$ cat src/source/flush_cfg_pkg.sv
package flush_cfg_pkg;

    // Cache geometry
    localparam int unsigned set_width      = 3;
    localparam int unsigned tag_width      = 9;
    localparam int unsigned n_ways         = 2;
    localparam int unsigned beats_per_line = 4;
    localparam int unsigned access_width   = 64;
    localparam int unsigned offset_width   = 5;

    localparam int unsigned n_sets     = 2 ** set_width;
    localparam int unsigned beat_width = $clog2(beats_per_line);

    // Line number, set index in the low bits
    typedef logic [tag_width+set_width-1:0] nline_t;

    typedef logic [set_width-1:0]    set_t;
    typedef logic [n_ways-1:0]       way_vec_t;
    typedef logic [beat_width-1:0]   beat_t;
    typedef logic [access_width-1:0] access_data_t;

    // One beat loaded into the data array
    typedef struct packed {
        logic         valid;
        set_t         set;
        way_vec_t     way_vec;
        beat_t        beat;
        access_data_t data;
    } fill_t;

endpackage

$ cat src/source/flush_mem_pkg.sv
package flush_mem_pkg;

    // Memory interface widths
    localparam int unsigned mem_data_width = 128;
    localparam int unsigned flits_per_line = 2;
    localparam int unsigned mem_id_width   = 3;
    localparam int unsigned addr_width     = 17;

    localparam int unsigned len_width = $clog2(flits_per_line);

    typedef enum logic {
        MEM_READ,
        MEM_WRITE
    } mem_cmd_e;

    typedef logic [mem_data_width-1:0] mem_data_t;

    // Request header; len counts flits minus one
    typedef struct packed {
        logic [addr_width-1:0]   addr;
        logic [len_width-1:0]    len;
        logic [mem_id_width-1:0] id;
        mem_cmd_e                cmd;
    } mem_req_t;

    typedef struct packed {
        mem_data_t data;
        logic      last;
    } mem_wdata_t;

    typedef struct packed {
        logic [mem_id_width-1:0] id;
    } mem_resp_t;

endpackage

$ cat src/source/flush_ctrl.sv
`timescale 1ns/1ns

module flush_ctrl
    import flush_cfg_pkg::*;
    import flush_mem_pkg::*;
#(
    parameter int unsigned n_entries = 4
) (
    input  logic         clk_i,
    input  logic         rst_ni,
    input  logic         alloc_i,
    input  nline_t       alloc_nline_i,
    input  way_vec_t     alloc_way_i,
    output logic         alloc_ready_o,
    input  nline_t       check_nline_i,
    output logic         check_hit_o,
    output logic         empty_o,
    output logic         full_o,
    output logic         busy_o,
    output logic         rd_o,
    output set_t         rd_set_o,
    output way_vec_t     rd_way_o,
    output beat_t        rd_beat_o,
    input  access_data_t rd_data_i,
    output logic         rsz_w_o,
    output access_data_t rsz_data_o,
    output logic         rsz_last_o,
    input  logic         rsz_wok_i,
    output logic         meta_w_o,
    output mem_req_t     meta_o,
    input  logic         meta_wok_i,
    input  logic         mem_resp_valid_i,
    input  mem_resp_t    mem_resp_i,
    output logic         ack_o,
    output nline_t       ack_nline_o
);

    localparam int unsigned idx_width = $clog2(n_entries);

    typedef enum logic {
        FLUSH_IDLE,
        FLUSH_SEND
    } flush_fsm_e;

    flush_fsm_e fsm_q, fsm_d;
    beat_t      beat_q, beat_d;
    set_t       set_q;
    way_vec_t   way_q;

    logic [n_entries-1:0] valid_q;
    nline_t               nline_q [n_entries];
    logic [n_entries-1:0] alloc_bv;
    logic [n_entries-1:0] ack_bv;
    logic [n_entries-1:0] match;
    logic [idx_width-1:0] free_ptr;
    logic [idx_width-1:0] ack_ptr;

    logic alloc;
    logic eol;
    set_t alloc_set;

    assign full_o  = &valid_q;
    assign empty_o = ~(|valid_q);
    assign busy_o  = (fsm_q == FLUSH_SEND);

    assign alloc_set = alloc_nline_i[set_width-1:0];
    assign alloc_ready_o = (fsm_q == FLUSH_IDLE) & ~full_o & rsz_wok_i & meta_wok_i;
    assign alloc = alloc_i & alloc_ready_o;

    // Counter wraps to zero once the last beat has been read
    assign eol = (beat_q == '0);

    always_comb begin
        fsm_d      = fsm_q;
        beat_d     = beat_q;
        rd_o       = 1'b0;
        rd_set_o   = set_q;
        rd_way_o   = way_q;
        rd_beat_o  = beat_q;
        rsz_w_o    = 1'b0;
        rsz_last_o = 1'b0;
        unique case (fsm_q)
            FLUSH_IDLE: begin
                if (alloc) begin
                    rd_o      = 1'b1;
                    rd_set_o  = alloc_set;
                    rd_way_o  = alloc_way_i;
                    rd_beat_o = '0;
                    beat_d    = beat_t'(1);
                    fsm_d     = FLUSH_SEND;
                end
            end
            FLUSH_SEND: begin
                rsz_w_o    = 1'b1;
                rsz_last_o = eol;
                // Stall in place while the resizer is full
                if (rsz_wok_i) begin
                    rd_o = ~eol;
                    if (eol) begin
                        fsm_d = FLUSH_IDLE;
                    end else begin
                        beat_d = beat_q + 1'b1;
                    end
                end
            end
            default: fsm_d = FLUSH_IDLE;
        endcase
    end

    assign rsz_data_o = rd_data_i;

    // Metadata enters the FIFO together with the first beat read
    assign meta_w_o    = alloc;
    assign meta_o.addr = {alloc_nline_i, {offset_width{1'b0}}};
    assign meta_o.len  = len_width'(flits_per_line - 1);
    assign meta_o.id   = mem_id_width'(free_ptr);
    assign meta_o.cmd  = MEM_WRITE;

    // Lowest free entry wins
    always_comb begin
        free_ptr = '0;
        for (int i = n_entries - 1; i >= 0; i--) begin
            if (!valid_q[i]) begin
                free_ptr = idx_width'(i);
            end
        end
    end

    assign ack_o       = mem_resp_valid_i;
    assign ack_ptr     = idx_width'(mem_resp_i.id);
    assign ack_nline_o = nline_q[ack_ptr];

    for (genvar i = 0; i < n_entries; i++) begin : gen_entry
        assign alloc_bv[i] = alloc & (free_ptr == idx_width'(i));
        assign ack_bv[i]   = mem_resp_valid_i & (ack_ptr == idx_width'(i));
        assign match[i]    = (check_nline_i == nline_q[i]);
    end

    // An entry being acknowledged no longer counts
    assign check_hit_o = |(valid_q & ~ack_bv & match);

    always_ff @(posedge clk_i or negedge rst_ni) begin
        if (!rst_ni) begin
            fsm_q   <= FLUSH_IDLE;
            beat_q  <= '0;
            valid_q <= '0;
        end else begin
            fsm_q   <= fsm_d;
            beat_q  <= beat_d;
            valid_q <= (valid_q | alloc_bv) & ~ack_bv;
        end
    end

    always_ff @(posedge clk_i) begin
        if (alloc) begin
            nline_q[free_ptr] <= alloc_nline_i;
            set_q             <= alloc_set;
            way_q             <= alloc_way_i;
        end
    end

    // Priority pick must land on a free slot, never overwriting a live flush
    a_alloc_free_entry: assert property (
        @(posedge clk_i) disable iff (!rst_ni) alloc |-> !full_o && !valid_q[free_ptr])
        else $error("flush_ctrl allocated over a busy entry");

    // Memory may only acknowledge ids that were issued and are still open
    a_ack_valid_entry: assert property (
        @(posedge clk_i) disable iff (!rst_ni)
        mem_resp_valid_i |-> (mem_resp_i.id < n_entries) && valid_q[ack_ptr])
        else $error("flush_ctrl ack for idle id %0d", mem_resp_i.id);

endmodule

$ cat config.mk
export PLATFORM = sky130hd
export DESIGN_NAME = flush_ctrl
export DESIGN_NICKNAME = d
export VERILOG_FILES = /design/src/source/flush_cfg_pkg.sv /design/src/source/flush_mem_pkg.sv /design/src/source/flush_ctrl.sv
export SDC_FILE = /design/constraint.sdc
export NUM_CORES = 1
export LEC_CHECK = 0
export ABC_AREA = 1
export BUFFER_PORTS_ARGS = -buffer_cell sky130_fd_sc_hd__buf_4
export CAP_MARGIN = 20
export CELL_PAD_IN_SITES_DETAIL_PLACEMENT = 1
export CELL_PAD_IN_SITES_GLOBAL_PLACEMENT = 1
export CORE_MARGIN = 3
export CORE_UTILIZATION = 33
export CTS_CLUSTER_DIAMETER = 100
export DETAILED_ROUTE_END_ITERATION = 8
export PLACE_DENSITY_LB_ADDON = 0.1
export SYNTH_ARGS = -nofsm -noshare
export SYNTH_HDL_FRONTEND = slang
export SYNTH_SLANG_ARGS = --single-unit
$ cat constraint.sdc
create_clock -name clk_i -period 5.8 [get_ports clk_i]
set_input_delay 1.16 -clock clk_i [delete_from_list [all_inputs] [get_ports clk_i]]
set_output_delay 1.16 -clock clk_i [all_outputs]
set_load 0.02 [all_outputs]
### Yosys cells after proc, flatten, opt, wreduce, memory -nomap -nowiden

Memories as Yosys holds them, arrays and structs flattened.
Index checks and enable logic that the tools add are counted.

* add/subtract/negate cells: 1
* eq/ne operators: 13
* multiplexer cells: 23
* bitwise operators: 21
* reductions and logical operators: 7

Operator list (number)
* 12-bit equality test: 4
* 2-bit two-way mux: 11
* 1-bit bitwise AND: 12
* 4-bit bitwise AND: 3
* 2-bit equality test, second input constant: 4
* 4-bit OR reduction: 2
* 1-bit two-way mux: 7
* 2-bit zero test: 3
* 3-bit two-way mux: 2
* 2-bit != test, second input constant: 3
* 2-bit by 1-bit equality test with 1-bit output, second input constant: 2
* 1-bit NOT: 4
* 4-bit NOT: 1
* 4-bit bitwise OR: 1
* 1-bit one-hot mux with 2 select lines: 2
* 2-bit one-hot mux with 2 select lines: 1
* 4-bit AND reduction: 1
* 3-bit AND reduction: 1
* 2-bit by 1-bit adder with 2-bit output, second input constant: 1

* register bits: 12
* memory bits (writable): 48
* input bits: 99
* output and inout bits: 115
* logic and storage cells: 71
* memories: 1

Memory list
* nline_q: depth 4, width 12, rd ports 5, clocked after memory_dff 0, write ports 1, line flush_ctrl.sv:51 `nline_t nline_q [n_entries];`

### Longest topological paths before layout

* word-level depth: 9
* mapped depth: 10

### Least setup slack after synthesis

Ideal clock, no wire load.

* path type: input to output
* start: input meta_wok_i
* end: output rd_set_o[0]
* arrival: 2.026 ns
* path slack: 2.614 ns
* stages on the path: 7
* path through: nand3_2 nor2_4 nand2_8 inv_2 buf_6 nand2_1 nand2_1

* word-level cells in the longest chain between the ends: 4

RTL lines
* from (decl): line flush_ctrl.sv:31 `input logic meta_wok_i,`
* 1-bit bitwise AND: line flush_ctrl.sv:67 `assign alloc_ready_o = (fsm_q == FLUSH_IDLE) & ~full_o & rsz_wok_i & meta_wok_i;`
* via alloc_ready_o: line flush_ctrl.sv:14 `output logic alloc_ready_o,`
* 1-bit bitwise AND: line flush_ctrl.sv:68 `assign alloc = alloc_i & alloc_ready_o;`
* via meta_w_o: line flush_ctrl.sv:29 `output logic meta_w_o,`
* 3-bit two-way mux
* 3-bit two-way mux: line flush_ctrl.sv:82 `unique case (fsm_q)`
* to (decl): line flush_ctrl.sv:21 `output set_t rd_set_o,`

The timed path passes the listed nets, and every way through them passes these cells.

### Final worst setup path

* start: input mem_resp_i[0] in the netlist's numbering
* end: output check_hit_o

* word-level cells in the longest chain between the ends: 6
* elaborated cells on any way between the ends: 12
* those cells by class: eq/ne (3); bitwise (7); reduce/logical (2)

RTL lines
* from (decl): line flush_ctrl.sv:33 `input mem_resp_t mem_resp_i,`
* 2-bit by 1-bit equality test with 1-bit output (tied with other cells): line flush_ctrl.sv:135 `assign ack_bv[i] = mem_resp_valid_i & (ack_ptr == idx_width'(i));`
* 1-bit bitwise AND: line flush_ctrl.sv:135
* 4-bit NOT (*): line flush_ctrl.sv:140 `assign check_hit_o = |(valid_q & ~ack_bv & match);`
* 4-bit bitwise AND (*) (2 in series): line flush_ctrl.sv:140
* 4-bit OR reduction (*): line flush_ctrl.sv:140
* to (decl): line flush_ctrl.sv:16 `output logic check_hit_o,`

Mark *: on every way between the ends. The rest lies on a longest branch, timed or not.

==> flow_summary.yaml <==
outcome:
  outcome: "finished, final reports clean"
synthesis:
  ys_seq_elements: 60
  synth_xor_area_frac: 0
  yosysMostFrequentCell: "nand2_1"
  yosysTopAreaCell: "edfxtp_1"
  ys.flop_type: "edfxtp_1"
  synth-simple-area-share: 0.234
  yosysUniqueCellTypes: 30
  synth_fa_ha_area_frac: 0.00321
  synth-compound-area-share: 0.0770
  synthTopCellsByCount: "nand2_1, buf_4, inv_1"
  synthMuxAreaShare: 0
  synth_top_family_by_area: "buffers and inverters"
  synth_area_per_cell_sq_um: 7.80
  yosysSeqAreaShare: 0.440
  ys_warn_count: 0
  netlist_top_cells_area: "edfxtp_1, nand2_1, buf_4"
  syn_area_sq_um: 3900
  synth_top_area_frac: 0.370
  syn_inst: 500
  synth-edff-count: 48
  synth-async-reset-ratio: 0.117
placement:
  hpwl_microns: 8960
  portBuffers: 76
  dpl.cell_count: 636
  post_dp_cell_area_sq_um: 4020
  place_congestion: 0.784
sta:
  final_max_slew_viol_count: 0
  max_freq_mhz: 258
  period_needed_ns: 3.87
  skew_ns: 0.00697
  setup-tns-final_ns: 0
  timing.hold.ws_ns: 0.447
  setup_violations: 0
  slew_headroom: 0.456
  hold_violations: 0
  worst_pin_slew_ns: 0.815
  grt_setup_unrepaired: "false"
  fin_crit_sh: 0.668
layout:
  layout.cells.non_filler: 652
  nets: 604
  layout-drive-gt1-share: 0.200
  synthToLayoutAreaGrowth_pct: 11.3
  stdcell_area_sq_um: 4340
  n_antenna_cell: 0
  post-route-util: 0.378
  fillers: 1399
grt:
  grt_pass1_vias: 3087
  grt_pass1_wl_microns: 16900
  overflow: 0
  antenna_found_initial: 0
  grt_max_degree: 14
  globalRouteTotalUtil: 0.175
setup_path:
  crit_buf_inv: 4
  cp_cell_sequence: "buf_4, inv_1, nand2_1, nor2_1, nor2_1, nand2_1, nor2_1, nand2_1, nand2_1, inv_1, nand2_1, buf_4"
  cp.required_ns: 4.64
  worstPathMaxFanout: 11
  cp-start-kind: "input pin"
  cp_slowest_cell: "nand2_1"
  arrival_ns: 2.71
  crit_top_cell: "nand2_1"
  criticalPathCategory: "input pin to primary output"
  endpoint_kind: "primary output"
  critPathTopFamily: "simple AND/OR/NAND/NOR gates"
  cp_slowest_stage_delay_ns: 0.49
floorplan:
  std_cell_rows: 39
  die-area_sq_um: 13200
  start_util: 0.340
  core_area_sq_um: 11500
  die_w_microns: 115
  ios: 214
  die_h_microns: 115
routing:
  drtIter0Drc: 111
  ant_nets: 0
  wl_microns: 11400
  drc: 0
  first_pass_iters: 4
  viasPerCell: 4.60
  vias: 2998
  avgRoutedWirePerCell_microns: 17.4
cts:
  post_cts_resized: 0
  clock-sinks: 60
  cts_tree: "done"
  htreeDepth: 3
  cts_hold_buf: 0
  ctsLongestPathBuffers: 2
  cts-root-buf: "clkbuf_16"
  cts_buffers: 9
  clk_latency_ns: 0.33
  path_clk_slew_ns: 0.05
  post_cts_buffers: 0
power:
  ir_drop_mv: 0.206
  leakagePower_nw: 2.16
  pwr_density_cell_nw_per_um2: 331
hold_path:
  min_path_type: "flip-flop to flip-flop"
flow_run:
  drv_cap: 0
area by class of cell:
| type | instances | area [sq um] | area share |
|---|---|---|---|
| clock buffer | 11 | 243 | 0.0559 |
| clock inverter | 5 | 75.1 | 0.0173 |
| inverter | 74 | 278 | 0.0640 |
| multi-input combinational | 281 | 1260 | 0.291 |
| sequential | 60 | 1720 | 0.396 |
| tap | 143 | 179 | 0.0412 |
| timing repair buffer | 78 | 586 | 0.135 |
stage by stage:
| step | setup WS, ns | total power (W) |
|---|---|---|
| after floorplan | 2.61 | 0.000805 |
| after detailed placement | 1.92 | 0.000885 |
| after global routing | 1.77 | 0.00152 |
| after CTS | 1.90 | 0.00145 |
| after global placement | 1.95 | 0.000878 |
| final | 1.93 | 0.00143 |
kinds of logic (layout without fill, tap and decap cells):
group | Yosys count | in the layout
and+or+nand+nor | 229 | 229
DFF | 60 | 60
AOI/OAI and AO/OA | 43 | 43
adders and majority gates | 1 | 1
other | 2 | 8
buffers and inverters | 165 | 168
tightest hold or removal path, stage by stage (launching register included):
cell     delay, ns
dfxtp_1       0.30
nand2_1       0.06
nand2_1       0.06
routing by layer:
metal,vias to the layer above,routed length (microns),track usage
met3,30,679,0.0391
met1,1389,4620,0.209
met4,0,246,0.0626
li1,1485,-,-
met2,94,5820,0.307
met5,-,0,0
cell usage in the layout, fill, tap and decap left out, types with 6 or more instances in the layout:
master	Yosys	final
clkbuf_16	0	9
edfxtp_1	48	48
o221ai_1	11	11
nor2_1	42	41
buf_4	86	78
o21ai_0	7	7
a21oi_1	6	6
nand2_1	175	175
conb_1	2	8
dfrtp_1	7	7
inv_1	72	72
a22oi_1	11	11
path summary, 6_finish.rpt:
path / start / endpoint / slack [ns] / cells after the start
max in group asynchronous: rst_ni / busy_o / 5.04 / 1
max reg2reg: busy_o / nline_q[2][10] / 3.35 / 8
min: set_q[2] / set_q[2] / 0.45 / 2
min reg2reg: set_q[2] / set_q[2] / 0.45 / 2
max: mem_resp_i[0] / check_hit_o / 1.93 / 12
min in group asynchronous: rst_ni / valid_q[3] / 0.64 / 1
report_power, final:
group	switching [W]	total, W	internal (W)
clock network	0.000179	0.000564	0.000385
logic	0.000209	0.000344	0.000135
registers	0.0000236	0.000527	0.000503
total	0.000411	0.00143	0.00102
flip-flops by register name (all words and copies together) (netlist names):
| register | flops |
|---|---|
| busy_o | 1 |
| valid_q | 4 |
| nline_q | 48 |
| set_q | 3 |
| beat_q | 2 |
| way_q | 2 |
No activity file was read; power rests on OpenSTA's default activity.
