===== src/source/flush_cfg_pkg.sv =====
package flush_cfg_pkg;

    // Cache geometry
    localparam int unsigned set_width      = 3;
    localparam int unsigned tag_width      = 9;
    localparam int unsigned n_ways         = 2;
    localparam int unsigned beats_per_line = 4;
    localparam int unsigned access_width   = 64;
    localparam int unsigned offset_width   = 5;

    localparam int unsigned n_sets     = 2 ** set_width;
    localparam int unsigned beat_width = $clog2(beats_per_line);

    // Line number, set index in the low bits
    typedef logic [tag_width+set_width-1:0] nline_t;

    typedef logic [set_width-1:0]    set_t;
    typedef logic [n_ways-1:0]       way_vec_t;
    typedef logic [beat_width-1:0]   beat_t;
    typedef logic [access_width-1:0] access_data_t;

    // One beat loaded into the data array
    typedef struct packed {
        logic         valid;
        set_t         set;
        way_vec_t     way_vec;
        beat_t        beat;
        access_data_t data;
    } fill_t;

endpackage


===== src/source/flush_mem_pkg.sv =====
package flush_mem_pkg;

    // Memory interface widths
    localparam int unsigned mem_data_width = 128;
    localparam int unsigned flits_per_line = 2;
    localparam int unsigned mem_id_width   = 3;
    localparam int unsigned addr_width     = 17;

    localparam int unsigned len_width = $clog2(flits_per_line);

    typedef enum logic {
        MEM_READ,
        MEM_WRITE
    } mem_cmd_e;

    typedef logic [mem_data_width-1:0] mem_data_t;

    // Request header; len counts flits minus one
    typedef struct packed {
        logic [addr_width-1:0]   addr;
        logic [len_width-1:0]    len;
        logic [mem_id_width-1:0] id;
        mem_cmd_e                cmd;
    } mem_req_t;

    typedef struct packed {
        mem_data_t data;
        logic      last;
    } mem_wdata_t;

    typedef struct packed {
        logic [mem_id_width-1:0] id;
    } mem_resp_t;

endpackage


===== src/source/beat_resizer.sv =====
`timescale 1ns/1ns

module beat_resizer
    import flush_cfg_pkg::*;
    import flush_mem_pkg::*;
#(
    parameter int unsigned flit_depth = 2
) (
    input  logic         clk_i,
    input  logic         rst_ni,
    input  logic         w_i,
    input  access_data_t wdata_i,
    input  logic         wlast_i,
    output logic         wok_o,
    input  logic         r_i,
    output logic         rok_o,
    output mem_wdata_t   rdata_o
);

    localparam int unsigned beats_per_flit = mem_data_width / access_width;
    localparam int unsigned sel_width      = $clog2(beats_per_flit);
    localparam int unsigned ptr_width      = $clog2(flit_depth);
    localparam int unsigned cnt_width      = $clog2(flit_depth + 1);

    mem_data_t            asm_q;
    logic [sel_width-1:0] sel_q;
    mem_wdata_t           fifo_q [flit_depth];
    logic [ptr_width-1:0] wr_ptr_q;
    logic [ptr_width-1:0] rd_ptr_q;
    logic [cnt_width-1:0] cnt_q;

    logic       fifo_full;
    logic       beat_w;
    logic       flit_done;
    logic       push;
    logic       pop;
    mem_wdata_t flit;

    assign fifo_full = (cnt_q == cnt_width'(flit_depth));
    assign flit_done = (sel_q == sel_width'(beats_per_flit - 1));

    // Only a beat that closes a flit needs room in the FIFO
    assign wok_o  = ~fifo_full | (w_i & ~flit_done);
    assign beat_w = w_i & wok_o;
    assign push   = beat_w & flit_done;
    assign pop    = r_i & rok_o;

    assign rok_o   = (cnt_q != '0);
    assign rdata_o = fifo_q[rd_ptr_q];

    // Last beat goes on top, earlier beats come from the assembly register
    assign flit.data = {wdata_i, asm_q[mem_data_width-access_width-1:0]};
    assign flit.last = wlast_i;

    always_ff @(posedge clk_i) begin
        if (beat_w && !flit_done) begin
            asm_q[sel_q*access_width +: access_width] <= wdata_i;
        end
        if (push) begin
            fifo_q[wr_ptr_q] <= flit;
        end
    end

    always_ff @(posedge clk_i or negedge rst_ni) begin
        if (!rst_ni) begin
            sel_q    <= '0;
            wr_ptr_q <= '0;
            rd_ptr_q <= '0;
            cnt_q    <= '0;
        end else begin
            if (beat_w) begin
                sel_q <= flit_done ? '0 : sel_q + 1'b1;
            end
            if (push) begin
                wr_ptr_q <= (wr_ptr_q == ptr_width'(flit_depth - 1)) ? '0 : wr_ptr_q + 1'b1;
            end
            if (pop) begin
                rd_ptr_q <= (rd_ptr_q == ptr_width'(flit_depth - 1)) ? '0 : rd_ptr_q + 1'b1;
            end
            if (push && !pop) begin
                cnt_q <= cnt_q + 1'b1;
            end else if (pop && !push) begin
                cnt_q <= cnt_q - 1'b1;
            end
        end
    end

endmodule


===== config.mk =====
export PLATFORM = sky130hd
export DESIGN_NAME = beat_resizer
export DESIGN_NICKNAME = d
export VERILOG_FILES = /design/src/source/flush_cfg_pkg.sv /design/src/source/flush_mem_pkg.sv /design/src/source/beat_resizer.sv
export SDC_FILE = /design/constraint.sdc
export NUM_CORES = 1
export LEC_CHECK = 0
export BUFFER_PORTS_ARGS = -buffer_cell sky130_fd_sc_hd__buf_4
export CORE_ASPECT_RATIO = 2
export CORE_MARGIN = 3
export CORE_UTILIZATION = 40
export DETAILED_ROUTE_END_ITERATION = 10
export PLACE_DENSITY = 0.71
export SLEW_MARGIN = 20
export SYNTH_ARGS = -nofsm -noshare
export SYNTH_HDL_FRONTEND = slang
export SYNTH_SLANG_ARGS = --single-unit

===== constraint.sdc =====
create_clock -name clk_i -period 9.1 [get_ports clk_i]
set_clock_uncertainty 0.15 [all_clocks]
set_input_delay 1.365 -clock clk_i [delete_from_list [all_inputs] [get_ports clk_i]]
set_output_delay 1.365 -clock clk_i [all_outputs]
set_load 0.01 [all_outputs]

# After elaboration in Yosys (flattened, before gate mapping)
# Memories as Yosys holds them, arrays and structs flattened.
# Cells that the tools add are included.
# word_totals
mem_bits_rw	258
reg_bits	133
n_memories	1
wordCells	38
# classes
n_shift	2
n_reduce_logical	8
bitwise	7
n_eq_ne	1
addsub	6
n_mux	8
# mem_list
memory	words	width	read_ports	rd_ports_with_merged_regs	write_ports	line	rtl
fifo_q	2	129	1	0	1	beat_resizer.sv:27	mem_wdata_t fifo_q [flit_depth];
# ops
op	count
bitwise mux 128 bit	1
variable shift 64 x 34 -> 128 bit (first input constant)	1
variable part select 64 x 34 -> 128 bit	1
negator 7 -> 34 bit	1
2-to-1 mux 1 bit	5
bitwise AND 1 bit	4
2-to-1 mux 2 bit	2
nonzero test 2 bit	2
adder 1 bit (second input constant)	3
logical AND 1 bit	3
logical NOT 1 bit	3
adder 2 x 1 -> 2 bit (second input constant)	1
equality test 2 bit (second input constant)	1
inverter 1 bit	2
subtractor 2 x 1 -> 2 bit (second input constant)	1
OR 1 bit	1

# Depth between registers and ports, before layout
# Gate-level depths: netlist (run 1).
# logic_depth
depth_word	9
ltp_mapped	7

# Worst setup path after synthesis (run 1)
# No wires, ideal clock.
# synth_path
path_kind	input port to flip-flop
startpoint	in w_i
endpoint	mem fifo_q[0][0] (netlist bit) (enable)
cell_stages	3
required_time_ns	8.316
arrival_time_ns	7.337
setup_slack_ns	0.979
cell_sequence	and3_1 > clkbuf_2 > nor2b_1
# synth_between
elab_chain_cells	6
# synth_lines
item	line	rtl
start: declaration	beat_resizer.sv:11	input logic w_i,
bitwise AND 1 bit	beat_resizer.sv:43	assign wok_o = ~fifo_full | (w_i & ~flit_done);
OR 1 bit	beat_resizer.sv:43	
bitwise AND 1 bit *	beat_resizer.sv:44	assign beat_w = w_i & wok_o;
bitwise AND 1 bit *	beat_resizer.sv:45	assign push = beat_w & flit_done;
named net push	beat_resizer.sv:35	logic push;
2-to-1 mux 1 bit *	beat_resizer.sv:59	if (push) begin
2-to-1 mux 1 bit (implied by the code) *	beat_resizer.sv:60	fifo_q[wr_ptr_q] <= flit;
end: declaration	beat_resizer.sv:27	
# Mark *: on every way through the listed nets, which the timed path passes. The rest lies on a longest branch.

==> out/qor.txt, run 1 <==
number of global-route vias before repair: 5,878
actual transition at the worst max-transition pin: 1017 ps
type of the most critical hold path: flop to flop
Clk Latency, worst-skew pair: 540 ps
Max Cap Viol: 0
Post-CTS Resized: 0
maximum vdd drop: 508.1 µV
total length of routed wires: 22,560 µm
number of setup buffers added after CTS: 0
type of destination of the critical path: output port
Syn Inst Count: 559
largest net degree at the start of global routing: 73
Die Width: 128.7 µm
remaining global-route overflow: 0
initial antenna violation count: 2
data required time of the worst path: 7590 ps
placement row count: 89
final number of max-transition violations: 0
first-pass GRT wire length: 33,530 µm
Sinks on Clock Net: 327
Post-Syn Area: 12,030 µm²
Seq/Total Area, Yosys: 81.39%
Clock Root Buffer: sky130_fd_sc_hd__clkbuf_16
CTS Buf Count: 28
gr usage total: 13.64%
Yosys warning count: 0
H-tree depth: 1
Clock Tree Buf Depth: 3
result of the run: finished clean
routed via count divided by cell count: 4.767
setup repair after global routing missed its margin: false
final period utilization: 50.72%
number of nets with antenna violations after routing: 0
number of unique standard cell types used by synthesis: 20
post-DR wirelength/cell: 19.50 µm
worst max-slew margin expressed relative to the limit: 32.22%
kind of critical path: flop to output port
Post-Synthesis Mean Instance Area: 21.53 µm²
Vert. Die Dim: 251.3 µm
number of synthesized register bits: 327
Worst-path clk slew: 70 ps
growth of design area from synthesis to finish: 22.86%
Filler cells: 2,452
number of hold violations in the final report: 0
Critical Path Start Type: flop
areal power density over the cells: 320.2 nW/µm²
final-stage net count: 842
count of pins on the block boundary: 200
violation count after the first detailed-routing iteration: 254
global placement routability congestion: 0.7365
worst hold margin: 293.1 ps
shortest period the worst path allows: 4615 ps
post-synthesis net count: 629
Total Negative Setup Slacks: 0 ps
Arr. time, crit path: 3100 ps
effective utilization at floorplan: 40.63%
length of the first detailed-routing pass in iterations: 4
port bufs: 199
estimated wirelength of the detail-placed design: 14,070 µm
endpoints failing setup: 0
number of vias after detailed routing: 5,515
final setup slack of the worst path: 4485 ps
pre-CTS setup slack: 4996 ps
Worst Path Max Fanout: 72
floorplan core area: 29,620 µm²
residual DRC count: 0
area of the die: 32,330 µm²
TritonCTS clock tree: done
Max Clk Rate: 216.7 MHz
# hold bufs at CTS: 0
Lkg Pwr: 5.303 nW
share of layout cells above drive strength 1: 53.54%
## layout by cell type (no fill, tap or decap), types with 2 or more instances in the layout
cell type	count
sky130_fd_sc_hd__and2b_2	40
sky130_fd_sc_hd__buf_4	205
sky130_fd_sc_hd__bufinv_16	3
sky130_fd_sc_hd__clkbuf_1	4
sky130_fd_sc_hd__clkbuf_16	29
sky130_fd_sc_hd__clkinv_1	3
sky130_fd_sc_hd__clkinv_2	9
sky130_fd_sc_hd__dfrtp_1	3
sky130_fd_sc_hd__edfxtp_1	322
sky130_fd_sc_hd__mux2_2	129
sky130_fd_sc_hd__nor2_1	3
sky130_fd_sc_hd__nor2b_1	24
sky130_fd_sc_hd__nor2b_4	2
sky130_fd_sc_hd__or2_2	2
sky130_fd_sc_hd__xnor2_1	2
sky130_fd_sc_hd__xor2_1	3
## sequential cells by signal, summed over array words and instances, names as in the netlist
signal / cells
fifo_q: 258
asm_q: 64
rd_ptr_q: 1
flit_done: 1
cnt_q: 2
wr_ptr_q: 1
## layer usage
layer / routed length, µm / global-route usage, % / vias to the layer above
met5: 17 / 0 / -
met3: 1053 / 2.403 / 43
li1: - / - / 2572
met2: 12800 / 25.68 / 151
met4: 793 / 5.918 / 2
met1: 7889 / 14.54 / 2747
## kinds of logic after synthesis
| logic type | count (synthesis) | share of synthesized area, % |
|---|---|---|
| xor+xnor | 5 | 0.3640 |
| simple gates | 75 | 4.648 |
| buf+inv | 22 | 1.424 |
| mux | 129 | 12.07 |
| fa+ha+maj | 1 | 0.1040 |
| flops | 327 | 81.39 |
## synth_stat cells (all sizes together)
cell type  instances  area (µm²)
nor2b             26       162.7
dfrtp              5       125.1
and2b             40       350.3
or2                2       12.51
mux2             129        1453
and3               1       6.260
edfxtp           322        9669
nand2b             1       6.260
buf               14       135.1
nor2               3       11.26
nand2              1       3.750
clkbuf             8       36.29
xnor2              2       17.52
ha                 1       12.51
and2               1       6.260
xor2               3       26.28
## worst max-delay path, stage by stage (launching register included)
cell and delay (ps):
sky130_fd_sc_hd__dfrtp_4 940, sky130_fd_sc_hd__buf_4 860, sky130_fd_sc_hd__mux2_2 450, sky130_fd_sc_hd__buf_4 150
## metrics by stage
step           instance area [µm²]  cells  total power, mW  util (%)
6_report                     14790   1157            4.735     49.92
5_1_grt                      14780   1156            4.966     49.91
4_1_cts                      14780   1156            4.821     49.91
3_5_place_dp                 13880   1106            3.636     46.86
3_3_place_gp                 13880   1106            3.602     46.86
2_1_floorplan                12030    559            3.059         -
## layout make-up
type	count	area (µm²)	area share, %
antenna	1	2.502	0.01692
clock buffer	33	740.7	5.010
clock inverter	17	162.7	1.100
multi-input combinational	210	2086	14.11
sequential	327	9799	66.28
tap	364	455.4	3.080
timing repair buffer	205	1539	10.41
## power breakdown
| part | switching [mW] | internal [mW] |
|---|---|---|
| logic | 0.673 | 0.670 |
| clock network | 0.510 | 0.666 |
| registers | 0.132 | 2.08 |
| total | 1.32 | 3.42 |
## worst paths after layout
kind                                 end      start  slack, ps  cells after the start
min in group asynchronous       rd_ptr_q     rst_ni        460                      1
min                        fifo_q[0][59]  asm_q[58]        290                      0
max                         rdata_o[123]   rd_ptr_q       4480                      3
max in group asynchronous      flit_done     rst_ni       8200                      1
max reg2reg                fifo_q[0][87]   cnt_q[0]       5940                      5
min reg2reg                fifo_q[0][59]  asm_q[58]        290                      0
(Power assumes the default switching activity.)
==> inputs of run 2 (changes only) <==
- PLACE_DENSITY: 0.71 -> 0.73
- clock period: 9.1 -> 4 ns (I/O delays scaled with it)
==> run 2 against run 1 <==
Critical path depth did not move. Combinational power rose by 130%. Via count rose by 1.0%. Core utilization rose by 0.42 points. Die area did not move. Cell count rose by 0.43%. Non-clock buffer count rose by 4. Clock power rose by 140%. Power rose by 130%. Setup slack got worse by 3700 ps. Wire length rose by 2.3%.
==> out/qor.txt, run 2 (synthesis gave the netlist of run 1 again) <==
result of the run: finished clean
violation count after the first detailed-routing iteration: 328 (+29%)
CTS Buf Count: 28 (unchanged)
final-stage net count: 846 (+0.48%)
floorplan core area: 29,620 µm² (unchanged)
estimated wirelength of the detail-placed design: 14,360 µm (+2.0%)
share of layout cells above drive strength 1: 53.76% (+0.22 points)
effective utilization at floorplan: 40.63% (unchanged)
# hold bufs at CTS: 1 (+1)
top layer used by detailed routing: met5
length of the first detailed-routing pass in iterations: 4 (unchanged)
count of inserted antenna diode cells: 0 (-1)
worst hold margin: 90.59 ps (-202.5 ps)
routed via count divided by cell count: 4.795 (+0.60%)
H-tree depth: 1 (unchanged)
Critical Path Start Type: flop
Worst Path Max Fanout: 55 (-24%)
shortest period the worst path allows: 3224 ps
Arr. time, crit path: 2470 ps (-630 ps)
Worst-path clk slew: 70 ps (about the same)
Max Cap Viol: 0 (unchanged)
CP Cell Sequence: buf_4 -> mux2_2 -> buf_4
count of pins on the block boundary: 200 (unchanged)
number of setup buffers added after CTS: 0 (unchanged)
count of placed standard cells including taps: 1,109 (+0.27%)
type of the most critical hold path: input pin to flop
growth of design area from synthesis to finish: 23.90%
residual DRC count: 0 (unchanged)
Met2 Routed Length: 13,390 µm (+4.6%)
Total Negative Setup Slacks: 0 ps (unchanged)
type of destination of the critical path: output port
maximum vdd drop: 562.1 µV (+11%)
final number of max-transition violations: 0 (unchanged)
number of non-filler instances in the completed layout: 1,162 (+0.43%)
leading cell type in the layout, fill and taps excluded: sky130_fd_sc_hd__edfxtp_1
global placement routability congestion: 0.7395 (+0.41%)
detailed route wirelength on metal3: 961 µm (-8.7%)
final period utilization: 80.61%
number of global-route vias before repair: 6,094 (+3.7%)
DRT met1 WL: 7813 µm (-0.96%)
critical path buffer and inverter count: 2 (unchanged)
Max Clk Rate: 310.1 MHz
remaining global-route overflow: 0 (unchanged)
first-pass GRT wire length: 34,570 µm (+3.1%)
Sinks on Clock Net: 327 (unchanged)
critical path's largest stage delay: 960 ps (+20 ps)
areal power density over the cells: 734.1 nW/µm² (+130%)
Final Power: 10.95 mW (+130%)
actual transition at the worst max-transition pin: 964.3 ps (-52.41 ps)
Clock Tree Buf Depth: 3 (unchanged)
total length of routed wires: 23,070 µm (+2.3%)
top library cells by usage in the layout, fill and taps aside: 322 x sky130_fd_sc_hd__edfxtp_1, 205 x sky130_fd_sc_hd__buf_4, 129 x sky130_fd_sc_hd__mux2_2
endpoints failing setup: 0 (unchanged)
Die Width: 128.7 µm (unchanged)
area of the die: 32,330 µm² (unchanged)
Clock Root Buffer: sky130_fd_sc_hd__clkbuf_16
data required time of the worst path: 3250 ps (-4340 ps)
kind of critical path: flop to output port
number of nets with antenna violations after routing: 0 (unchanged)
post-DR wirelength/cell: 19.85 µm (+1.8%)
worst max-slew margin expressed relative to the limit: 35.71% (+3.5 points)
Clk Latency, worst-skew pair: 540 ps (about the same)
most frequent CP cell: sky130_fd_sc_hd__buf_4
largest net degree at the start of global routing: 81 (+11%)
gr usage total: 14.11% (+0.47 points)
Vert. Die Dim: 251.3 µm (unchanged)
Post-CTS Resized: 0 (unchanged)
placement row count: 89 (unchanged)
max FFs per register: 258 (unchanged)
number of hold violations in the final report: 0 (unchanged)
Biggest register: fifo_q
TritonCTS clock tree: done
largest registers in the final layout: fifo_q (258), asm_q (64), cnt_q (2)
initial antenna violation count: 1 (-1)
number of vias after detailed routing: 5,572 (+1.0%)
port bufs: 199 (unchanged)
Lkg Pwr: 5.342 nW (+0.72%)
critical path's top delay family: flip-flops
slowest stage cell, crit path: sky130_fd_sc_hd__dfrtp_4
setup repair after global routing missed its margin: false
[run 2: cell type report]
class	instances	area [µm²]
clock inverters	19	220.2
multi-input cells	210	2086
fillers	2423	14710
clock buffers	33	740.7
repair buffers	209	1609
well taps	364	455.4
flip-flops and latches	327	9799
[run 2: final timing paths]
kind | start | endpoint | slack (ps) | cells past startpoint
min in group asynchronous | rst_ni | flit_done | 250 | 2
min reg2reg | asm_q[59] | fifo_q[1][60] | 290 | 0
max reg2reg | flit_done | fifo_q[0][63] | 1510 | 3
min | wlast_i | fifo_q[1][0] | 90 | 1
max in group asynchronous | rst_ni | rd_ptr_q | 3330 | 2
max | rd_ptr_q | rdata_o[92] | 780 | 3
[run 2: worst register-to-register path, stage by stage (launching register included)]
cell and delay, ps:
sky130_fd_sc_hd__dfrtp_2 770, sky130_fd_sc_hd__and3_1 380, sky130_fd_sc_hd__nor2b_4 210, sky130_fd_sc_hd__buf_4 550
[run 2: power by group]
part	leakage (nW)	internal (mW)	switching (mW)	total, mW
Clock	0.457	1.60	1.19	2.79
Combinational	1.85	1.56	1.50	3.06
Sequential	3.04	4.73	0.357	5.09
[run 2: per-stage QoR]
stage / utilization (%) / cell area [µm²] / setup WS [ps]
after floorplan: - / 12050 / 584.9
after global placement: 47.06 / 13940 / 1372
after detailed placement: 47.06 / 13940 / 1343
after CTS: 50.34 / 14910 / 725.5
after global routing: 50.34 / 14910 / 653.8
final: 50.34 / 14910 / 775.6
[run 2: per-layer routing]
layer | up-vias | global-route usage [%]
li1 | 2586 | -
met1 | 2786 | 14.99
met2 | 156 | 26.45
met3 | 42 | 2.318
met4 | 2 | 6.669
met5 | - | 0
