## config.mk

```make
export PLATFORM = sky130hd
export DESIGN_NAME = req_meta_fifo
export DESIGN_NICKNAME = d
export VERILOG_FILES = /design/src/source/flush_mem_pkg.sv /design/src/source/req_meta_fifo.sv
export SDC_FILE = /design/constraint.sdc
export NUM_CORES = 1
export LEC_CHECK = 0
export BUFFER_PORTS_ARGS = -buffer_cell sky130_fd_sc_hd__buf_4
export CORE_MARGIN = 3
export CORE_UTILIZATION = 54
export DETAILED_ROUTE_END_ITERATION = 6
export GPL_TIMING_DRIVEN = 0
export HOLD_SLACK_MARGIN = 0.15
export PLACE_DENSITY = 0.92
export SETUP_SLACK_MARGIN = 0.15
export SLEW_MARGIN = 15
export SYNTH_ARGS = -nofsm -noshare
export SYNTH_HDL_FRONTEND = slang
export SYNTH_SLANG_ARGS = --single-unit
```

## constraint.sdc

```tcl
create_clock -name clk_i -period 5.9 [get_ports clk_i]
set_clock_uncertainty 0.1 [all_clocks]
set_input_delay 0.885 -clock clk_i [delete_from_list [all_inputs] [get_ports clk_i]]
set_output_delay 0.885 -clock clk_i [all_outputs]
set_load 0.01 [all_outputs]
```

## src/source/flush_mem_pkg.sv

```systemverilog
package flush_mem_pkg;

    // Memory interface widths
    localparam int unsigned mem_data_width = 128;
    localparam int unsigned flits_per_line = 2;
    localparam int unsigned mem_id_width   = 3;
    localparam int unsigned addr_width     = 17;

    localparam int unsigned len_width = $clog2(flits_per_line);

    typedef enum logic {
        MEM_READ,
        MEM_WRITE
    } mem_cmd_e;

    typedef logic [mem_data_width-1:0] mem_data_t;

    // Request header; len counts flits minus one
    typedef struct packed {
        logic [addr_width-1:0]   addr;
        logic [len_width-1:0]    len;
        logic [mem_id_width-1:0] id;
        mem_cmd_e                cmd;
    } mem_req_t;

    typedef struct packed {
        mem_data_t data;
        logic      last;
    } mem_wdata_t;

    typedef struct packed {
        logic [mem_id_width-1:0] id;
    } mem_resp_t;

endpackage

```

## src/source/req_meta_fifo.sv

```systemverilog
`timescale 1ns/1ns

module req_meta_fifo
    import flush_mem_pkg::*;
(
    input  logic     clk_i,
    input  logic     rst_ni,
    input  logic     w_i,
    input  mem_req_t wdata_i,
    output logic     wok_o,
    input  logic     r_i,
    output logic     rok_o,
    output mem_req_t rdata_o
);

    mem_req_t   slot_q [2];
    logic       wr_ptr_q;
    logic       rd_ptr_q;
    logic [1:0] cnt_q;
    logic       push;
    logic       pop;

    assign wok_o   = (cnt_q != 2'd2);
    assign rok_o   = (cnt_q != 2'd0);
    assign rdata_o = slot_q[rd_ptr_q];

    assign push = w_i & wok_o;
    assign pop  = r_i & rok_o;

    always_ff @(posedge clk_i or negedge rst_ni) begin
        if (!rst_ni) begin
            wr_ptr_q <= 1'b0;
            rd_ptr_q <= 1'b0;
            cnt_q    <= 2'd0;
        end else begin
            if (push) begin
                wr_ptr_q <= ~wr_ptr_q;
            end
            if (pop) begin
                rd_ptr_q <= ~rd_ptr_q;
            end
            // Simultaneous push and pop keep the count
            if (push && !pop) begin
                cnt_q <= cnt_q + 2'd1;
            end else if (pop && !push) begin
                cnt_q <= cnt_q - 2'd1;
            end
        end
    end

    always_ff @(posedge clk_i) begin
        if (push) begin
            slot_q[wr_ptr_q] <= wdata_i;
        end
    end

    a_no_write_when_full: assert property (
        @(posedge clk_i) disable iff (!rst_ni) w_i |-> wok_o)
        else $error("req_meta_fifo written while full");

endmodule
```

# Word-level counts from Yosys, hierarchy flattened
# Memories as Yosys holds them, arrays and structs flattened.
# Index checks and enable logic that the tools add are counted.
classes:
  add_sub_neg: 2
  eq_ne: 1
  muxes: 4
  bitwise: 4
  n_reduce_logical: 6
op_table:
  columns: ["operator", "n"]
  rows:
  - ["$mux 2", 2]
  - ["$reduce_bool 2->1", 2]
  - ["$add 2x1->2 const B", 1]
  - ["$and 1x1->1", 2]
  - ["$logic_and 1x1->1", 2]
  - ["$logic_not 1->1", 2]
  - ["$mux 1", 2]
  - ["$ne 2x2->1 const B", 1]
  - ["$not 1->1", 2]
  - ["$sub 2x1->2 const B", 1]
word_totals:
  ff_bits: 4
  ram_bits: 44
  inputBits: 26
  out_inout_bits: 24
  n_memories: 1
mem_list:
  columns: ["memory", "words", "word_bits", "read_ports", "rd_ports_with_merged_regs", "write_ports", "line", "text"]
  rows:
  - ["slot_q", 2, 22, 1, 0, 1, "req_meta_fifo.sv:16", "mem_req_t slot_q [2];"]

# Depth between registers and ports, before layout
# Gate-level depths: netlist (run 1).
depth:
  ltp_word: 6
  depth_mapped: 7

# Worst setup path after synthesis (run 1)
# OpenSTA, ideal clock, no wires.
synth_path:
  path_kind: "in2reg"
  from: "input w_i"
  to: "memory slot_q[0][0] in the netlist's numbering, enable pin"
  setup_ns: 0.401
  arrival_time_ns: 1.918
  required_time_ns: 5.399
  path_slack_ns: 3.481
  stages: 2
  n_path_buf: 0
  path_cell_list: "nand2_1 nor2_1"
synth_between:
  elab_chain_len: 3
synth_lines:
  columns: ["element", "line", "text"]
  rows:
  - ["start, declared", "req_meta_fifo.sv:8", "input logic w_i,"]
  - ["$and 1x1->1", "req_meta_fifo.sv:27", "assign push = w_i & wok_o;"]
  - ["$mux 1", "req_meta_fifo.sv:52", "if (push) begin"]
  - ["$mux 1 (not written as such)", "req_meta_fifo.sv:53", "slot_q[wr_ptr_q] <= wdata_i;"]
  - ["end, declared", "req_meta_fifo.sv:16", null]
# Every way passes these cells.

==> results of run 1 <==
cell usage after synthesis, drive strengths merged:
cell,number
ha,1
mux2,22
nand2b,1
nor2,2
or2,1
xnor2,3
xor2,2
dfrtp,4
nand2,2
buf,2
inv,1
and3,1
edfxtp,44
worst max path at each step:
stage,startpoint,end,slack (ns),cells after the start
after CTS,rd_ptr_q,rdata_o[13],3.37,3
final,rd_ptr_q,rdata_o[16],3.38,3
after detailed placement,w_i,slot_q[1][21],3.59,2
after global routing,rd_ptr_q,rdata_o[10],3.30,3
after floorplan,w_i,slot_q[0][0],3.48,2
after global placement,w_i,slot_q[0][21],2.98,3
logic make-up (layout without fill, tap and decap cells):
logic type | after synthesis | after routing | synth area share
buffers and inverters | 3 | 60 | 0.0147
AND/OR/NAND/NOR | 7 | 7 | 0.0203
XOR/XNOR | 5 | 5 | 0.0245
multiplexers | 22 | 22 | 0.139
adder cells (fa/ha/maj) | 1 | 1 | 0.00700
flip-flops | 48 | 48 | 0.795
routing by layer:
layer | up-vias | track usage
met4 | 0 | 0.0809
li1 | 439 | -
met3 | 4 | 0.0517
met1 | 432 | 0.180
met2 | 45 | 0.259
met5 | - | 0
worst max-delay path, cell delays in order (launching register included):
cell     delay (ns)
dfrtp_1        0.49
buf_6          0.19
mux2_2         0.35
buf_4          0.14
power by group:
group          leakage, nW  internal [mW]  switching (mW)
Sequential           0.455          0.469          0.0323
Clock               0.0271         0.0435          0.0951
Combinational        0.391          0.213           0.177
Total                0.873          0.725           0.304
final cells by class:
| type | instances | area share |
|---|---|---|
| Clock inverter | 2 | 0.00549 |
| Multi-Input combinational cell | 35 | 0.150 |
| Clock buffer | 5 | 0.0165 |
| Sequential cell | 48 | 0.624 |
| Timing Repair Buffer | 50 | 0.168 |
| Tap cell | 44 | 0.0242 |
| Buffer | 2 | 0.00988 |
| Inverter | 1 | 0.00165 |
registers in the layout, indices dropped and copies added, names as in the netlist:
signal / count
wr_ptr_q: 1
cnt_q: 2
slot_q: 44
rd_ptr_q: 1
metrics by stage:
step / hold slack (ns) / instances / instance area, sq um
2_1_floorplan: 0.356 / 86 / 1790
6_report: 0.197 / 187 / 2280
3_5_place_dp: 0.401 / 180 / 2230
4_1_cts: 0.184 / 187 / 2280
5_1_grt: 0.160 / 187 / 2280
3_3_place_gp: 0.373 / 179 / 2210
==> reports/qor.yml, run 1 <==
status: "completed"
wl_met3_microns: 261
multi_input_area_sq_um: 343
maxSlewHeadroom: 0.325
max_clock_freq_mhz: 397
setup.worst_path.start_class: "flop"
setup_tns_ns: 0
grt.overflow.total: 0
grt_max_degree: 23
critPathKind: "reg -> out"
leakage_nw: 0.873
io_pins: 50
max-vdd-ir-drop_v: 0.000300
r2r_cells: 2
vias: 920
end_kind: "output port"
num_rows: 20
cts-buffers-inserted: 5
hold_violations: 0
r2r_slack_ns: 3.98
critPathRequiredTime_ns: 4.91
wl_met1_microns: 1090
met2_length_microns: 1360
synth_area_leader_cell: "edfxtp_1"
die_h_microns: 63.5
die_w_microns: 63.5
synth_fp_nets: 113
place_congestion: 0.670
drive_gt1_frac: 0.580
reg2reg_to: "slot_q[1][4]"
timing.rr.start: "cnt_q[0]"
cts_max_level: 2
synthCells: 86
postSynthAreaPerCell_sq_um: 20.8
ctsHoldBuffers: 0
core-area_sq_um: 3100
arrival_ns: 1.53
fin_nets: 170
diodes: 0
grt_pass1_vias: 1031
wire_per_inst_microns: 14.7
grt_use_total: 0.156
dpl.hpwl_microns: 1970
drcViolationCount: 0
fillers: 225
final_common_cell: "buf_4"
final_util: 0.734
io_buffer_count: 49
period_share: 0.426
synthToLayoutAreaGrowth_pct: 27.4
synth_top_area_share: 0.739
ant_nets: 0
drt-total-wl_microns: 2750
regArea_sq_um: 1420
seq_area_frac_synth: 0.795
top_layer: "met4"
first_pass_iters: 4
max_cap_viol_count: 0
via_per_inst: 4.92
rsz0062_at_grt: "no"
power.total_mw: 1.03
root_buffer: "clkbuf_4"
yosys_warnings: 0
p_per_area_nw_per_um2: 452
grt_pass1_wl_microns: 4650
drt-initial-drc-count: 27
synthTopCellsByArea: "edfxtp_1 74%, mux2_2 14%, dfrtp_1 5.6%"
worst_slew_pin_slew_ns: 1.01
drv_slew: 0
post_cts_buffers: 0
cts_resized: 0
synth_seq_cells: 48
cts.sinks: 48
setup_viol: 0
fin_crit_ns: 2.52
grt_antenna_before_repair: 0
cts_tree: "yes"
min_path_type: "in -> async"
ys_types: 14
initial_core_util: 0.576
syn_area_sq_um: 1790
cp_max_fo: 10
fin_ws_ns: 3.38
clockBufferDepth: 2
mostFrequentLayoutCells: "49 x buf_4, 44 x edfxtp_1, 22 x mux2_2, 5 x clkbuf_4, 4 x dfrtp_1"
clkTransAtPathRegs_ns: 0.13
place_ws_ns: 3.59
die-area_sq_um: 4040
clk_latency_ns: 0.35
(Power assumes the default switching activity.)
==> inputs of run 2 (changes only) <==
Settings changed: CORE_UTILIZATION 54 to 50, PLACE_DENSITY 0.92 to 0.87.
Clock period 5.9 ns to 2.4 ns, I/O delays scaled along.
==> run 2 against run 1 <==
Against the previous run: critical path type unchanged; total power increased by 150%; sequential power increased by 150%; sequential share of layout area decreased by 5.8 points; register-to-register slack got worse by 3.5 ns; highest routed layer unchanged; combinational power increased to 2.6 times the previous value.
==> reports/qor.yml, run 2 (same netlist as run 1, synthesis figures left out) <==
fin_crit_ns: 1.99
top_register: "slot_q"
grt.overflow.total: 0  # unchanged
grt_max_degree: 23  # unchanged
first_pass_iters: 2  # -2
r2r_slack_ns: 0.48  # -3.50 ns
rsz0062_at_grt: "no"
clk_latency_ns: 0.35  # about the same
num_rows: 21  # +5.0%
core-area_sq_um: 3390  # +9.2%
largest_register_ffs: 44  # unchanged
crit_slowest_cell: "dfrtp_1"
r2r_cells: 2  # unchanged
reg2reg_to: "slot_q[1][2]"
fin_nets: 193  # +14%
critPathRequiredTime_ns: 1.94  # -2.97 ns
via_per_inst: 4.76  # -3.2%
cts_tree: "yes"
arrival_ns: 1.53  # about the same
worst_slew_pin_slew_ns: 1.02  # +0.0105 ns
maxSlewHeadroom: 0.318  # -0.00702
min_path_type: "in -> reg"
drt-total-wl_microns: 3130  # +14%
leakage_nw: 0.975  # +12%
grt_antenna_before_repair: 0  # unchanged
crit_buf_inv: 2  # unchanged
fillers: 212  # -5.8%
grt_pass1_vias: 1097  # +6.4%
mostFrequentLayoutCells: "49 x buf_4, 44 x edfxtp_1, 23 x dlygate4sd3_1, 22 x mux2_2, 5 x clkbuf_4"
place_congestion: 0.723  # +7.9%
p_per_area_nw_per_um2: 1020  # +130%
drv_slew: 0  # unchanged
root_buffer: "clkbuf_4"
die_w_microns: 65.8  # +3.6%
clkTransAtPathRegs_ns: 0.12  # about the same
cts.sinks: 48  # unchanged
cts-buffers-inserted: 5  # unchanged
io_pins: 50  # unchanged
die_h_microns: 65.8  # +3.6%
timing.rr.start: "cnt_q[0]"
initial_core_util: 0.528  # -0.0487
hold_start: "r_i"
status: "completed"
cp_num_cells: 3  # unchanged
max_clock_freq_mhz: 503
grt_use_total: 0.155  # -0.00173
worstHoldEndpoint: "rd_ptr_q"
diodes: 0  # unchanged
critPathKind: "reg -> out"
cts_max_level: 2  # unchanged
cp_top_family: "flip-flops"
drive_gt1_frac: 0.497  # -0.0834
cp_max_fo: 10  # unchanged
drt-initial-drc-count: 29  # +7.4%
io_buffer_count: 49  # unchanged
period_share: 0.829
final_common_cell: "buf_4"
holdPathStages: 3
setup_viol: 0  # unchanged
dpl.hpwl_microns: 2020  # +2.7%
vias: 1014  # +10%
final_cell_count_no_fill: 213  # +14%
grt_pass1_wl_microns: 4900  # +5.4%
max_stage_delay_ns: 0.48  # about the same
end_kind: "output port"
wire_per_inst_microns: 14.7  # about the same
clockBufferDepth: 2  # unchanged
max-vdd-ir-drop_v: 0.000789  # +160%
die-area_sq_um: 4330  # +7.2%
synthToLayoutAreaGrowth_pct: 40.5
top_regs: "slot_q (44), cnt_q (2)"
setup.worst_path.start_class: "flop"
drcViolationCount: 0  # unchanged
hold_violations: 0  # unchanged
placed_cells: 182  # +1.1%
ant_nets: 0  # unchanged
worstPathCellList: "buf_6 -> mux2_2 -> buf_4"
max_cap_viol_count: 0  # unchanged
power.total_mw: 2.57  # +150%
[run 2: timing repair]
item / 4_1_cts / 5_1_grt
hold buffers: 23 / 0
hold endpoints to repair: 48 / 0
resized for setup: 0 / 0
buffers inserted: 0 / 0
[run 2: how the worst max path moves through the flow]
stage          slack, ns     start           end
2_1_floorplan       0.26  cnt_q[0]  slot_q[0][0]
3_3_place_gp       -0.17  cnt_q[0]  slot_q[0][4]
3_5_place_dp        0.46  cnt_q[0]  slot_q[1][4]
4_1_cts             0.37  rd_ptr_q   rdata_o[11]
5_1_grt             0.32  rd_ptr_q   rdata_o[11]
6_report            0.41  rd_ptr_q   rdata_o[11]
[run 2: power by group]
group          internal (mW)  leakage (nW)  total, mW  switching [mW]
Clock                  0.108        0.0324      0.341           0.233
Sequential              1.15         0.455       1.23          0.0766
Combinational          0.550         0.487       1.00           0.454
Total                   1.81         0.975       2.57           0.763
[run 2: worst min-delay path: cells and delay by family]
family                 cells  cell delay, ns
AND/OR/NAND/NOR            1            0.07
buffers and inverters      1            0.11
XOR/XNOR                   1            0.06
[run 2: cell type report]
class                   count  area (sq um)  share of cell area
clock inverters             3          13.8             0.00548
inverters                   1          3.75             0.00149
well taps                  46          57.6              0.0229
repair buffers             73           613               0.244
multi-input cells          35           343               0.136
clock buffers               5          37.5              0.0149
flip-flops and latches     48          1420               0.566
plain buffers               2          22.5             0.00896
[run 2: routing by layer]
metal	share of wire	GRT usage	vias to the layer above
met2	0.52	0.274	41
met1	0.40	0.176	483
li1	-	-	487
met4	0.0093	0.0389	0
met5	0	0	-
met3	0.068	0.0561	3
[run 2: metrics by stage]
stage | TNS (ns) | worst slack (ns) | area, sq um | hold slack [ns] | util
final | 0 | 0.410 | 2510 | 0.171 | 0.741
after global routing | 0 | 0.321 | 2510 | 0.161 | 0.741
after CTS | 0 | 0.373 | 2510 | 0.157 | 0.741
after detailed placement | 0 | 0.460 | 2230 | 0.0598 | 0.658
after global placement | -3.73 | -0.170 | 2210 | 0.0572 | 0.653
after floorplan | 0 | 0.258 | 1790 | -0.0356 | -
==> inputs of run 3 (changes only) <==
Settings changed: CORE_UTILIZATION 50 to 46, PLACE_DENSITY 0.87 to 0.85.
Clock period 2.4 ns to 1.83 ns, I/O delays scaled along.
==> run 3 against run 2 <==
Against the previous run: core utilization decreased by 3.5 points; worst setup slack got worse by 0.31 ns; clock-buffer cell count unchanged; die area increased by 7.9%; via count increased by 3.2%; critical path type unchanged; highest routed layer unchanged.
==> reports/qor.yml, run 3 (same netlist as run 1, synthesis figures left out) <==
status: "completed"
reg2reg_to: "cnt_q[1]"
cp-endpoint: "rdata_o[13]"
cts_max_level: 2  # unchanged
die-area_sq_um: 4670  # +7.9%
fillers: 238  # +12%
max_cap_viol_count: 0  # unchanged
end_kind: "output port"
final_util: 0.706  # -0.0348
postLayoutCellArea_sq_um: 2630  # +4.5%
grt_pass1_wl_microns: 4690  # -4.4%
initial_core_util: 0.481  # -0.0464
vias: 1046  # +3.2%
drt-total-wl_microns: 3230  # +3.2%
p_per_area_nw_per_um2: 1430  # +40%
critPathKind: "reg -> out"
p_sw_mw: 1.07  # +40%
place_ws_ns: 0.0664  # -0.393 ns
hold_violations: 0  # unchanged
swShare: 0.285  # -0.0117
diodes: 0  # unchanged
grt_pass1_vias: 1061  # -3.3%
setup.worst_path.start_class: "flop"
power.total_mw: 3.76  # +46%
fin_crit_ns: 1.73
setup_viol: 0  # unchanged
die_w_microns: 68.3  # +3.9%
min_path_type: "in -> async"
cts.sinks: 48  # unchanged
grt_antenna_before_repair: 0  # unchanged
die_h_microns: 68.3  # +3.9%
wire_per_inst_microns: 14.8  # +0.79%
regArea_sq_um: 1420  # about the same
p_comb_frac: 0.373  # -0.017
cts-buffers-inserted: 5  # unchanged
arrival_ns: 1.35  # -0.18 ns
core-area_sq_um: 3720  # +9.6%
mostFrequentLayoutCells: "51 x buf_4, 44 x edfxtp_1, 24 x dlygate4sd3_1, 22 x mux2_2, 5 x clkbuf_8"
dpl.hpwl_microns: 2030  # +0.39%
multi_input_area_sq_um: 374  # +9.1%
period_share: 0.944
clockBufferDepth: 2  # unchanged
dpl-instance-area_sq_um: 2220  # -0.28%
place_congestion: 0.602  # -17%
root_buffer: "clkbuf_8"
maxSlewHeadroom: 0.755  # +0.437
top_regs: "slot_q (44), cnt_q (2)"
p_int_mw: 2.69  # +49%
top_register: "slot_q"
io_pins: 50  # unchanged
worst_slew_pin_slew_ns: 0.366  # -0.656 ns
io_buffer_count: 49  # unchanged
clkTransAtPathRegs_ns: 0.08  # -0.04 ns
critPathRequiredTime_ns: 1.46  # -0.48 ns
max-vdd-ir-drop_v: 0.000714  # -9.6%
drt-initial-drc-count: 48  # +66%
max_clock_freq_mhz: 579
synthToLayoutAreaGrowth_pct: 46.8
first_pass_iters: 4  # +2
largest_register_ffs: 44  # unchanged
setup_tns_ns: 0  # unchanged
ant_nets: 0  # unchanged
timing.rr.start: "cnt_q[0]"
r2r_slack_ns: 0.21  # -0.27 ns
grt.overflow.total: 0  # unchanged
grt_max_degree: 23  # unchanged
r2r_cells: 6  # +4
via_per_inst: 4.80  # +0.79%
clkPwrFrac: 0.196  # +0.063
leakage_nw: 1.01  # +3.8%
cts_tree: "yes"
fin_nets: 196  # +1.6%
rsz0062_at_grt: "yes"
final_common_cell: "buf_4"
drv_slew: 0  # unchanged
grt_use_total: 0.146  # -0.00887
seqPwrFrac: 0.431  # -0.046
drive_gt1_frac: 0.524  # +0.0265
critPathLaunch: "rd_ptr_q"
drcViolationCount: 0  # unchanged
clk_latency_ns: 0.30  # -0.05 ns
num_rows: 22  # +4.8%
cp_max_fo: 10  # unchanged
fin_ws_ns: 0.102  # -0.309 ns
## run 3: worst max-delay path: stages, from the launching register on
cell and delay, ns:
dfrtp_2 0.42, buf_8 0.15, mux2_2 0.34, buf_4 0.14
## run 3: worst min path at each step
stage           start  endpoint  slack, ns
5_1_grt        rst_ni  cnt_q[0]       0.22
3_5_place_dp   rst_ni  cnt_q[1]      -0.02
3_3_place_gp   rst_ni  cnt_q[1]      -0.03
4_1_cts        rst_ni  rd_ptr_q       0.20
2_1_floorplan  rst_ni  cnt_q[0]      -0.12
6_report       rst_ni  rd_ptr_q       0.21
## run 3: what timing repair did
item,4_1_cts,5_1_grt
gates cloned,0,1
hold buffers,24,0
hold endpoints to repair,49,0
buffers inserted,1,1
endpoints found under the setup margin,42,67
gates resized for setup,3,5
## run 3: layout make-up
type	count	share of cell area
clock buffers	5	0.0262
well taps	48	0.0229
plain buffers	2	0.0114
flip-flops and latches	48	0.542
clock inverters	3	0.0162
repair buffers	75	0.237
multi-input cells	36	0.143
inverters	1	0.00143
## run 3: power groups by stage
stage | combinational, mW | sequential (mW) | clock [mW]
floorplan | 0.754 | 1.61 | 0
global placement | 1.24 | 1.62 | 0
detailed placement | 1.27 | 1.65 | 0
CTS | 1.36 | 1.62 | 0.753
global route | 1.51 | 1.65 | 0.793
finish | 1.40 | 1.62 | 0.736
## run 3: layer usage
metal	wire, microns	vias up	GRT usage
met5	0	-	0
met4	78	0	0.0893
met3	141	7	0.0246
met2	1720	40	0.259
met1	1300	509	0.162
li1	-	490	-
## run 3: per-stage QoR
step           hold WS (ns)  std cells
2_1_floorplan        -0.121         86
3_3_place_gp        -0.0289        183
3_5_place_dp        -0.0248        183
4_1_cts               0.204        216
5_1_grt               0.219        218
6_report              0.206        218
